$ cat src/hdl/fetch_pkg.sv
package fetch_pkg;

    // table geometry
    // one index bit picks user or machine code, the rest are word address bits
    localparam int INDEX_BITS = 5;
    localparam int TABLE_SIZE = 2 ** INDEX_BITS;

    // pipeline depth from fetch to execute compare
    localparam int EX_DEPTH = 2;

    // refill bubble after a redirect
    localparam int FLUSH_CYCLES = 2;
    localparam int FLUSH_CNT_BITS = $clog2(FLUSH_CYCLES + 1);
    localparam logic [FLUSH_CNT_BITS-1:0] FLUSH_LOAD = FLUSH_CNT_BITS'(FLUSH_CYCLES - 1);

    // first fetch address out of reset
    localparam logic [31:0] RESET_PC = 32'h1000_0000;

    // instruction class of the fetched word, as decoded upstream
    typedef enum logic [3:0] {
        alu    = 4'd0,
        load   = 4'd1,
        store  = 4'd2,
        jal    = 4'd3,
        jalr   = 4'd4,
        branch = 4'd5,
        other  = 4'd6
    } ir_type_e;

    // fetch control states
    typedef enum logic [1:0] {
        reset_vec = 2'd0,
        run       = 2'd1,
        flush     = 2'd2
    } fetch_state_e;

    // jal, jalr and branch all go through the predictor
    function automatic logic is_jump(input ir_type_e ir_type);
        return (ir_type == jal) || (ir_type == jalr) || (ir_type == branch);
    endfunction

    // pc[28] separates user code from machine code
    // pc[INDEX_BITS:2] is the low word address
    function automatic logic [INDEX_BITS-1:0] table_index(input logic [31:0] pc);
        return {pc[28], pc[INDEX_BITS:2]};
    endfunction

endpackage

$ cat src/hdl/jump_predictor.sv
`timescale 1ns/1ps

module jump_predictor (
    input  logic                clk,
    input  logic                rst_n,

    // lookup side, from the fetch stage
    input  logic [31:0]         pc_if,
    input  fetch_pkg::ir_type_e ir_type_if,

    // rewrite side, from the execute compare
    input  logic                wr_en,
    input  logic [31:0]         wr_pc,
    input  logic                wr_taken,
    input  logic [31:0]         wr_target,

    // guess for the next fetch address
    output logic                pred_taken,
    output logic [31:0]         pred_next
);

    // per entry state
    // init says the target field holds a real address
    // taken is a 1-bit predictor
    logic [fetch_pkg::TABLE_SIZE-1:0] entry_init;
    logic [fetch_pkg::TABLE_SIZE-1:0] entry_taken;
    logic [31:0]                      entry_target [fetch_pkg::TABLE_SIZE];

    logic [fetch_pkg::INDEX_BITS-1:0] rd_index;
    logic [fetch_pkg::INDEX_BITS-1:0] wr_index;
    logic                             rd_is_jump;
    logic                             rd_hit;
    logic [31:0]                      pc_plus4;

    assign rd_index = fetch_pkg::table_index(pc_if);
    assign wr_index = fetch_pkg::table_index(wr_pc);
    assign rd_is_jump = fetch_pkg::is_jump(ir_type_if);
    assign pc_plus4 = pc_if + 32'd4;

    // combinational lookup
    // init gates taken so a never-written slot reads as not taken
    assign rd_hit = entry_init[rd_index] & entry_taken[rd_index];

    always_comb begin
        if (rd_is_jump && rd_hit) begin
            pred_taken = 1'b1;
            pred_next = entry_target[rd_index];
        end else begin
            // non-jumps and cold or not-taken entries fall through
            pred_taken = 1'b0;
            pred_next = pc_plus4;
        end
    end

    // init bits are the only control state in the table
    always_ff @(posedge clk) begin
        if (!rst_n) begin
            entry_init <= '0;
        end else if (wr_en) begin
            entry_init[wr_index] <= 1'b1;
        end
    end

    // state and target only change on a misprediction
    // a read in the write cycle still sees the old entry
    always_ff @(posedge clk) begin
        if (wr_en) begin
            entry_taken[wr_index] <= wr_taken;
            entry_target[wr_index] <= wr_target;
        end
    end

endmodule

$ cat src/hdl/inflight_queue.sv
`timescale 1ns/1ps

module inflight_queue (
    input  logic                clk,
    input  logic                rst_n,
    input  logic                fetch_valid,

    // what was fetched this cycle and how it was predicted
    input  logic [31:0]         pc_if,
    input  fetch_pkg::ir_type_e ir_type_if,
    input  logic                pred_taken,
    input  logic [31:0]         pred_next,

    // real outcome for the head instruction
    input  logic                ex_taken,
    input  logic [31:0]         ex_target,

    // redirect toward pc_gen and control
    output logic                mispredict,
    output logic [31:0]         correct_pc,

    // rewrite port of the predictor
    output logic                wr_en,
    output logic [31:0]         wr_pc,
    output logic                wr_taken,
    output logic [31:0]         wr_target
);

    // stage 0 is the youngest, stage EX_DEPTH-1 is the head at execute
    logic [fetch_pkg::EX_DEPTH-1:0] q_valid;
    logic [31:0]                    q_pc        [fetch_pkg::EX_DEPTH];
    fetch_pkg::ir_type_e            q_type      [fetch_pkg::EX_DEPTH];
    logic                           q_pred_tkn  [fetch_pkg::EX_DEPTH];
    logic [31:0]                    q_pred_next [fetch_pkg::EX_DEPTH];

    logic        head_valid;
    logic [31:0] head_pc;
    logic        head_jump;
    logic        dir_wrong;
    logic        tgt_wrong;

    assign head_valid = q_valid[fetch_pkg::EX_DEPTH-1];
    assign head_pc = q_pc[fetch_pkg::EX_DEPTH-1];
    assign head_jump = fetch_pkg::is_jump(q_type[fetch_pkg::EX_DEPTH-1]);

    // direction mismatch, or both taken but to different places
    assign dir_wrong = q_pred_tkn[fetch_pkg::EX_DEPTH-1] != ex_taken;
    assign tgt_wrong = ex_taken && q_pred_tkn[fetch_pkg::EX_DEPTH-1]
                    && (q_pred_next[fetch_pkg::EX_DEPTH-1] != ex_target);

    // ex_taken means nothing for non-jumps
    assign mispredict = head_valid && head_jump && (dir_wrong || tgt_wrong);
    assign correct_pc = ex_taken ? ex_target : head_pc + 32'd4;

    // learn the real outcome only when the guess was wrong
    assign wr_en = mispredict;
    assign wr_pc = head_pc;
    assign wr_taken = ex_taken;
    assign wr_target = ex_target;

    // valid bits shift in fetch_valid
    // a mispredict also kills the wrong-path word fetched this cycle
    always_ff @(posedge clk) begin
        if (!rst_n || mispredict) begin
            q_valid <= '0;
        end else begin
            q_valid <= {q_valid[fetch_pkg::EX_DEPTH-2:0], fetch_valid};
        end
    end

    // payload just follows along, valid decides if it counts
    always_ff @(posedge clk) begin
        q_pc[0] <= pc_if;
        q_type[0] <= ir_type_if;
        q_pred_tkn[0] <= pred_taken;
        q_pred_next[0] <= pred_next;
        for (int i = 1; i < fetch_pkg::EX_DEPTH; i++) begin
            q_pc[i] <= q_pc[i-1];
            q_type[i] <= q_type[i-1];
            q_pred_tkn[i] <= q_pred_tkn[i-1];
            q_pred_next[i] <= q_pred_next[i-1];
        end
    end

endmodule

$ cat src/hdl/pc_gen.sv
`timescale 1ns/1ps

module pc_gen (
    input  logic        clk,
    input  logic        rst_n,
    input  logic        fetch_valid,
    input  logic        mispredict,
    input  logic [31:0] pred_next,
    input  logic [31:0] correct_pc,
    output logic [31:0] pc_if
);

    // priority is reset, then redirect, then the prediction
    // bubble cycles hold the address so fetch restarts where the redirect pointed
    always_ff @(posedge clk) begin
        if (!rst_n) begin
            pc_if <= fetch_pkg::RESET_PC;
        end else if (mispredict) begin
            pc_if <= correct_pc;
        end else if (fetch_valid) begin
            // one word per cycle along the predicted path
            pc_if <= pred_next;
        end
    end

endmodule

$ cat src/hdl/flush_timer.sv
`timescale 1ns/1ps

module flush_timer (
    input  logic clk,
    input  logic rst_n,
    input  logic flush_start,
    output logic flush_done
);

    logic [fetch_pkg::FLUSH_CNT_BITS-1:0] count;

    // load on the redirect edge, then count down to zero
    // the state machine sits in flush until the count reaches zero
    always_ff @(posedge clk) begin
        if (!rst_n) begin
            count <= '0;
        end else if (flush_start) begin
            count <= fetch_pkg::FLUSH_LOAD;
        end else if (count != '0) begin
            count <= count - 1'b1;
        end
    end

    // idle reads as done too, the fsm only looks at it in flush
    assign flush_done = (count == '0);

endmodule

$ cat src/hdl/fetch_ctrl_fsm.sv
`timescale 1ns/1ps

module fetch_ctrl_fsm (
    input  logic clk,
    input  logic rst_n,
    input  logic mispredict,
    input  logic flush_done,
    output logic fetch_valid,
    output logic flush_start
);

    fetch_pkg::fetch_state_e state;
    fetch_pkg::fetch_state_e state_next;

    // a redirect only counts while running
    // the queue is empty in the other states anyway
    assign flush_start = (state == fetch_pkg::run) && mispredict;

    always_comb begin
        state_next = state;
        case (state)
            // one idle cycle so the first fetch sees a settled pc
            fetch_pkg::reset_vec: begin
                state_next = fetch_pkg::run;
            end
            fetch_pkg::run: begin
                if (flush_start) begin
                    state_next = fetch_pkg::flush;
                end
            end
            // wait out the refill bubble
            fetch_pkg::flush: begin
                if (flush_done) begin
                    state_next = fetch_pkg::run;
                end
            end
            default: begin
                state_next = fetch_pkg::reset_vec;
            end
        endcase
    end

    // fetch_valid is a flop so it lines up with state
    always_ff @(posedge clk) begin
        if (!rst_n) begin
            state <= fetch_pkg::reset_vec;
            fetch_valid <= 1'b0;
        end else begin
            state <= state_next;
            fetch_valid <= (state_next == fetch_pkg::run);
        end
    end

endmodule

$ cat src/hdl/fetch_predict_top.sv
`timescale 1ns/1ps

module fetch_predict_top (
    input  logic                clk,
    input  logic                rst_n,

    // type of the word at pc_if
    input  fetch_pkg::ir_type_e ir_type_if,

    // outcome of the instruction at the queue head
    input  logic                ex_taken,
    input  logic [31:0]         ex_target,

    output logic [31:0]         pc_if,
    output logic                fetch_valid,
    output logic                redirect,
    output logic [31:0]         redirect_pc
);

    // prediction path
    logic        pred_taken;
    logic [31:0] pred_next;

    // table rewrite path
    logic        wr_en;
    logic [31:0] wr_pc;
    logic        wr_taken;
    logic [31:0] wr_target;

    // redirect and control
    logic        mispredict;
    logic [31:0] correct_pc;
    logic        flush_start;
    logic        flush_done;

    assign redirect = mispredict;
    assign redirect_pc = correct_pc;

    jump_predictor u_jump_predictor (
        .clk        (clk),
        .rst_n      (rst_n),
        .pc_if      (pc_if),
        .ir_type_if (ir_type_if),
        .wr_en      (wr_en),
        .wr_pc      (wr_pc),
        .wr_taken   (wr_taken),
        .wr_target  (wr_target),
        .pred_taken (pred_taken),
        .pred_next  (pred_next)
    );

    inflight_queue u_inflight_queue (
        .clk         (clk),
        .rst_n       (rst_n),
        .fetch_valid (fetch_valid),
        .pc_if       (pc_if),
        .ir_type_if  (ir_type_if),
        .pred_taken  (pred_taken),
        .pred_next   (pred_next),
        .ex_taken    (ex_taken),
        .ex_target   (ex_target),
        .mispredict  (mispredict),
        .correct_pc  (correct_pc),
        .wr_en       (wr_en),
        .wr_pc       (wr_pc),
        .wr_taken    (wr_taken),
        .wr_target   (wr_target)
    );

    pc_gen u_pc_gen (
        .clk         (clk),
        .rst_n       (rst_n),
        .fetch_valid (fetch_valid),
        .mispredict  (mispredict),
        .pred_next   (pred_next),
        .correct_pc  (correct_pc),
        .pc_if       (pc_if)
    );

    flush_timer u_flush_timer (
        .clk         (clk),
        .rst_n       (rst_n),
        .flush_start (flush_start),
        .flush_done  (flush_done)
    );

    fetch_ctrl_fsm u_fetch_ctrl_fsm (
        .clk         (clk),
        .rst_n       (rst_n),
        .mispredict  (mispredict),
        .flush_done  (flush_done),
        .fetch_valid (fetch_valid),
        .flush_start (flush_start)
    );

endmodule

$ cat config.mk
export PLATFORM = sky130hd
export DESIGN_NAME = fetch_predict_top
export DESIGN_NICKNAME = d
export VERILOG_FILES = /design/src/hdl/fetch_pkg.sv /design/src/hdl/jump_predictor.sv /design/src/hdl/inflight_queue.sv /design/src/hdl/pc_gen.sv /design/src/hdl/flush_timer.sv /design/src/hdl/fetch_ctrl_fsm.sv /design/src/hdl/fetch_predict_top.sv
export SDC_FILE = /design/constraint.sdc
export NUM_CORES = 1
export LEC_CHECK = 0
export BUFFER_PORTS_ARGS = -buffer_cell sky130_fd_sc_hd__buf_2
export CELL_PAD_IN_SITES_DETAIL_PLACEMENT = 0
export CELL_PAD_IN_SITES_GLOBAL_PLACEMENT = 1
export CORE_ASPECT_RATIO = 0.75
export CORE_MARGIN = 5
export CORE_UTILIZATION = 40
export DETAILED_ROUTE_END_ITERATION = 8
export HOLD_SLACK_MARGIN = 0.08
export PLACE_DENSITY_LB_ADDON = 0.1
export SYNTH_ARGS = -nofsm -noshare
export SYNTH_HDL_FRONTEND = slang
export SYNTH_SLANG_ARGS = --single-unit
$ cat constraint.sdc
create_clock -name clk -period 3.9 [get_ports clk]
set_clock_uncertainty 0.2 [all_clocks]
set_input_delay 0.195 -clock clk [delete_from_list [all_inputs] [get_ports clk]]
set_output_delay 0.195 -clock clk [all_outputs]
set_load 0.005 [all_outputs]
==> out/results.tsv, run 1 <==
metric	value	unit
met2_usage	34.9	%
setup_violations	0	
worst_slack	0.197	ns
clk_latency	0.75	ns
r2r_setup_slack	0.29	ns
status	finished clean	
drtIter0Drc	2989	
synthArstFlopShare	0	%
gp_congestion	0.838	
min_period	3.70	ns
finalInstanceArea	56900	sq um
io_pins	105	
clock_sinks	1270	
grt.busiest_layer	met1	
startpoint_type	flop	
cts_max_path_buffers	3	
place_ws	0.131	ns
p_leak	18.6	nW
synth_edf_count	1056	
cp.arrival	3.31	ns
die_h	310	um
dr_total_vias	25400	
cts_root_buf	clkbuf_16	
timing.slew.headroom	29.0	%
avgViaCountPerCell	5.82	
register_area	36000	sq um
grt_use_met1	37.0	%
synth_cell_type_count	56	
r2r_end	u_pc_gen.pc_if[14]	
cts_tree	yes	
cp_max_fo	6	
final_common_cell	edfxtp_1	
cp-end-kind	output pin	
hp-class	flop to flop	
syn_area	48000	sq um
portBuffers	104	
hold_viol	0	
grt_max_degree	85	
track_usage	23.7	%
initial_core_util	40.1	%
dp_hpwl	95300	um
synth_cells	2333	
avgRoutedWirePerCell	34.5	um
holdPathStages	0	
syn-num-nets	2379	
fill_cells	9857	
rsz0062_at_grt	no	
crit_required	3.50	ns
wl	151000	um
setup_tns	0	ns
clkTransAtPathRegs	0.07	ns
firstDrtPassIters	6	
grt_pass1_vias	25300	
numCtsBuffers	121	
ys_seq_area_share	75.0	%
fin_crit_sh	94.9	%
drive_gt1_share	32.1	%
hold_start	u_inflight_queue.q_pred_tkn[0][0]	
drv_cap	0	
ys_seq_elements	1270	
remaining_drc_errors	0	
die_w	410	um
final_cell_mix	edfxtp_1 (1056), mux4_2 (320), dfxtp_1 (208)	
area_growth	18.5	%
vdd_drop_max	0.408	mV
die_area	127000	sq um
reg2reg_depth	7	
tightest_slew	1.07	ns
grt-ovfl-total	0	
critPathKind	flop to output pin	
slew_viol_final	0	
core-area	120000	sq um
avgSynthCellArea	20.6	sq um
antenna_found_initial	11	
gr-usage-met3	4.31	%
hold_end	u_inflight_queue.q_pred_tkn[0][1]	
ant_nets	0	
power-per-cell-area	493	nW/um^2
grt_pass1_wl	208000	um
synthFlopType	edfxtp_1	
place_area	52400	sq um
synth-warning-count	0	
multi_input_area	11400	sq um
nets	2735	
max_freq	270	MHz
rows	110	
h-tree-depth	3	
[registers in the layout, summed over array words and instances (netlist names), named ones only]
name,flops
u_jump_predictor.entry_taken,32
u_inflight_queue.q_pc,64
u_jump_predictor.entry_target,1024
u_jump_predictor.entry_init,32
u_pc_gen.pc_if,32
u_fetch_ctrl_fsm.fetch_valid,1
u_inflight_queue.q_valid,2
u_fetch_ctrl_fsm.state,2
u_inflight_queue.q_type,8
u_inflight_queue.q_pred_next,64
u_inflight_queue.q_pred_tkn,2
u_flush_timer.count,2
[worst max-delay path: stages, from the launching register on]
cell     delay (ns)
dfxtp_1        0.48
ha_1           0.23
inv_1          0.08
nor4_2         0.27
buf_4          0.19
buf_4          0.20
nand4_1        0.13
xor2_1         0.40
o21ai_0        0.22
buf_4          0.22
buf_2          0.14
[area by class of cell]
class	instances	area share, %
Timing Repair Buffer	356	5.95
Inverter	27	0.183
Clock buffer	160	5.78
Multi-Input combinational cell	913	20.1
Antenna cell	2	0.00880
Clock inverter	69	1.22
Sequential cell	1270	63.3
Tap cell	1568	3.45
[worst max path at each step]
stage / start / end / slack, ns / depth (start not counted)
finish: u_inflight_queue.q_pc[0][34] / redirect_pc[20] / 0.20 / 10
global route: u_inflight_queue.q_pc[0][34] / redirect_pc[20] / 0.1 / 10
CTS: u_pc_gen.pc_if[4] / u_pc_gen.pc_if[31] / 0.11 / 8
detailed placement: u_pc_gen.pc_if[4] / u_pc_gen.pc_if[31] / 0.13 / 8
global placement: u_pc_gen.pc_if[4] / u_pc_gen.pc_if[31] / 0.14 / 8
floorplan: u_pc_gen.pc_if[3] / u_pc_gen.pc_if[13] / 1.04 / 8
[kinds of logic (layout without fill, tap and decap cells)]
logic type | after synthesis | in the layout | share of synthesized area [%]
flops | 1270 | 1270 | 75.0
mux | 399 | 399 | 16.7
simple gates | 274 | 274 | 2.99
buf+inv | 150 | 612 | 1.36
compound gates | 145 | 145 | 2.18
xor+xnor | 88 | 88 | 1.61
fa+ha+maj | 7 | 7 | 0.182
other cells | 0 | 2 | 0
[per-stage QoR]
stage | hold slack [ns] | utilization, % | cells | power [mW]
after floorplan | 0.0227 | - | 2333 | 15.8
after global placement | 0.110 | 43.8 | 4089 | 16.5
after detailed placement | 0.112 | 43.8 | 4089 | 16.5
after CTS | 0.113 | 47.5 | 4363 | 28.3
after global routing | 0.132 | 47.5 | 4364 | 29.0
final | 0.110 | 47.5 | 4365 | 28.1
[Yosys cell counts (19+ instances only)]
master,number,share of area (%)
xnor2_1,19,0.35
xor2_1,69,1.3
inv_1,25,0.20
dfxtp_1,214,8.9
nand2_1,77,0.60
edfxtp_1,1056,66
mux2i_1,62,1.3
nor2_1,20,0.16
o21ai_0,38,0.40
and3_1,46,0.60
o21a_1,34,0.53
nand3_1,59,0.62
clkbuf_1,67,0.52
nand4_1,25,0.33
mux4_2,320,15
buf_2,37,0.39
[metal layers]
layer / vias to the layer above / part of all wire [%]
li1: 10300 / -
met1: 13900 / 47
met2: 1015 / 44
met3: 182 / 7.0
met4: 0 / 2.2
met5: - / 0
[timing repair]
item,4_1_cts,5_1_grt
gates cloned,0,0
buffers inserted,2,0
hold buffers,43,0
setup endpoints to repair,1,3
hold endpoints to repair,1086,0
resized for setup,0,2
pin swaps,1,0
[power breakdown]
group	leakage, nW	switching, mW	internal [mW]
Combinational	5.45	0.811	0.594
Sequential	11.2	0.0825	14.7
Clock	1.95	5.13	6.72
Power figures use the tool's default switching activity.
==> run 2, diff against run 1 <==
==> constraint.sdc (replaced) <==
create_clock -name clk -period 3.4 [get_ports clk]
set_clock_uncertainty 0.2 [all_clocks]
set_input_delay 0.34 -clock clk [delete_from_list [all_inputs] [get_ports clk]]
set_output_delay 0.34 -clock clk [all_outputs]
set_load 0.005 [all_outputs]
==> run 2 against run 1 <==
Compared with the run above: sequential share of layout area is 1.2 points lower; wire length down 3.4%; worst hold slack lost 0.0071 ns; first-iteration DRC count decreased by 14%; highest routed layer is now met5.
==> out/results.tsv, run 2 (synthesis results as in run 1) <==
metric	value	unit	change
fin_util	48.5	%	was 47.5%
cpLargestDelayFamily	simple AND/OR/NAND/NOR gates		was buffers and inverters
die_area	127000	sq um	unchanged
fin_crit_sh	99.8	%	
multi_input_area	11600	sq um	was 11400 sq um
io_pins	105		unchanged
cts_max_path_buffers	3		unchanged
r2r_setup_slack	0.10	ns	was 0.29 ns
grt_pass1_wl	203000	um	was 208000 um
power-per-cell-area	562	nW/um^2	was 493 nW/um^2
grt-ovfl-total	0		unchanged
route.met3.wl	9590	um	was 10500 um
crit_buf_inv	2		was 5
initial_core_util	40.1	%	unchanged
critPathKind	flop to output pin		unchanged
max_freq	295	MHz	
core-area	120000	sq um	unchanged
wl	145000	um	was 151000 um
tightest_slew	0.822	ns	was 1.07 ns
cp.depth	6		was 10
fill_cells	9869		was 9857
vdd_drop_max	0.463	mV	was 0.408 mV
avgViaCountPerCell	5.61		was 5.82
startpoint_type	flop		unchanged
reg_top3	u_jump_predictor.entry_target x1024, u_inflight_queue.q_pc x64, u_inflight_queue.q_pred_next x64		unchanged
routedLengthMet1	63500	um	was 70600 um
wl_met2	67600	um	was 66100 um
dr_total_vias	24900		was 25.4k
crit_chain	and3_1 > nand4_1 > xor2_2 > a21oi_2 > buf_6 > buf_4		was ha_1 > inv_1 > nor4_2 > buf_4 > buf_4 > nand4_1 > xor2_1 > o21ai_0 > buf_4 > buf_2
firstDrtPassIters	6		unchanged
die_h	310	um	unchanged
drive_gt1_share	34.6	%	was 32.1%
antenna_found_initial	17		was 11
hold_viol	0		unchanged
largest_reg_flops	1024		unchanged
status	finished clean		unchanged
slowest_stage	and3_1		was dfxtp_1
reg2reg_from	u_inflight_queue.q_pred_next[0][43]		
clkTransAtPathRegs	0.06	ns	was 0.07 ns
avgRoutedWirePerCell	32.7	um	was 34.5 um
cp-end-kind	output pin		unchanged
r2r_end	u_jump_predictor.entry_target[3][30]		was u_pc_gen.pc_if[14]
min_period	3.39	ns	
slew_viol_final	0		unchanged
track_usage	23.0	%	was 23.7%
grt_pass1_vias	25700		was 25.3k
gp_congestion	0.815		was 0.838
clock_sinks	1270		unchanged
cts_tree	yes		unchanged
cts_root_buf	clkbuf_16		unchanged
crit_required	2.86	ns	was 3.50 ns
area_growth	20.8	%	was 18.5%
hp-class	primary input to flop		was flop to flop
nets	2815		was 2735
register_area	36000	sq um	about the same
reg2reg_depth	14		was 7
cp.arrival	2.85	ns	was 3.31 ns
clk_latency	0.75	ns	about the same
drtIter0Drc	2561		was 2989
remaining_drc_errors	0		unchanged
drv_cap	0		unchanged
portBuffers	104		unchanged
rsz0062_at_grt	yes		was no
final_cell_mix	edfxtp_1 (1056), mux4_2 (320), dfxtp_1 (203)		was edfxtp_1 (1056), mux4_2 (320), dfxtp_1 (208)
setup_violations	0		unchanged
cp_slowest_stage_delay	0.67	ns	was 0.48 ns
dp_hpwl	98600	um	was 95300 um
regMostFlops	u_jump_predictor.entry_target		unchanged
maxUsedRoutingLayer	met5		was met4
cp_max_fo	5		was 6
p_leak	19.1	nW	was 18.6 nW
final_common_cell	edfxtp_1		unchanged
cp-startpoint	u_inflight_queue.q_pc[0][46]		was u_inflight_queue.q_pc[0][34]
numCtsBuffers	130		was 121
die_w	410	um	unchanged
grt_max_degree	85		unchanged
fin_hold_ws	0.103	ns	was 0.110 ns
critical_path.endpoint	redirect_pc[22]		was redirect_pc[20]
ant_nets	0		unchanged
timing.slew.headroom	45.2	%	was 29.0%
h-tree-depth	4		was 3
rows	110		unchanged
-- run 2: cell count changes in the layout (fill, tap and decap cells not counted), moves of 8 or more --
| cell | before | now |
|---|---|---|
| and3_2 | 32 | 21 |
| and3_4 | 0 | 11 |
| buf_12 | 69 | 89 |
| buf_4 | 140 | 189 |
| bufinv_16 | 12 | 4 |
| clkbuf_16 | 123 | 135 |
| clkinv_2 | 26 | 17 |
| o21ai_0 | 38 | 26 |
| o21ai_1 | 0 | 9 |
-- run 2: repair_timing --
item / CTS / global route
endpoints found under the setup margin: 109 / 413
resized for setup: 37 / 24
pin swaps: 13 / 10
endpoints found under the hold margin: 962 / 0
buffers inserted: 14 / 6
hold buffers: 40 / 0
gates cloned: 2 / 0
-- run 2: final cells by class --
class                           count  share of cell area, %
Sequential cell                  1270                   62.1
Multi-Input combinational cell    913                   20.0
Timing Repair Buffer              427                   7.29
Clock buffer                      179                   6.23
Tap cell                         1568                   3.38
Clock inverter                     55                  0.751
Inverter                           27                  0.181
Antenna cell                        1                0.00432
-- run 2: stage by stage --
step	cells	setup TNS, ns	total power [mW]	instance area, sq um	setup WS (ns)
floorplan	2333	0	18.1	48000	0.485
global placement	4145	-935.28	19.1	53100	-0.899
detailed placement	4145	-243.28	19.1	53100	-0.279
CTS	4433	-0.0275	32.9	57800	-0.0275
global route	4439	-0.258	33.6	58000	-0.0582
finish	4440	0	32.6	58000	0.00723
-- run 2: how the worst min path moves through the flow --
stage,slack [ns],from,to,cells after the start
global route,0.13,u_inflight_queue.q_type[0][3],u_inflight_queue.q_type[0][7],0
floorplan,0.11,u_inflight_queue.q_pc[0][0],u_inflight_queue.q_pc[0][32],0
global placement,0.11,u_inflight_queue.q_pc[0][22],u_inflight_queue.q_pc[0][54],0
detailed placement,0.11,u_inflight_queue.q_pc[0][2],u_inflight_queue.q_pc[0][34],0
CTS,0.11,ex_target[9],u_jump_predictor.entry_target[12][9],2
finish,0.10,ex_target[9],u_jump_predictor.entry_target[12][9],2
-- run 2: per-layer routing --
metal | track usage [%] | vias up
met5 | 0.697 | -
met3 | 4.90 | 184
met4 | 8.04 | 6
met1 | 32.4 | 13300
met2 | 35.7 | 918
li1 | - | 10500
-- run 2: where the power goes --
group          leakage (nW)  internal, mW  switching (mW)
clock network          1.98          7.78            6.01
registers              11.2          16.9          0.0660
logic                  5.93         0.751            1.07
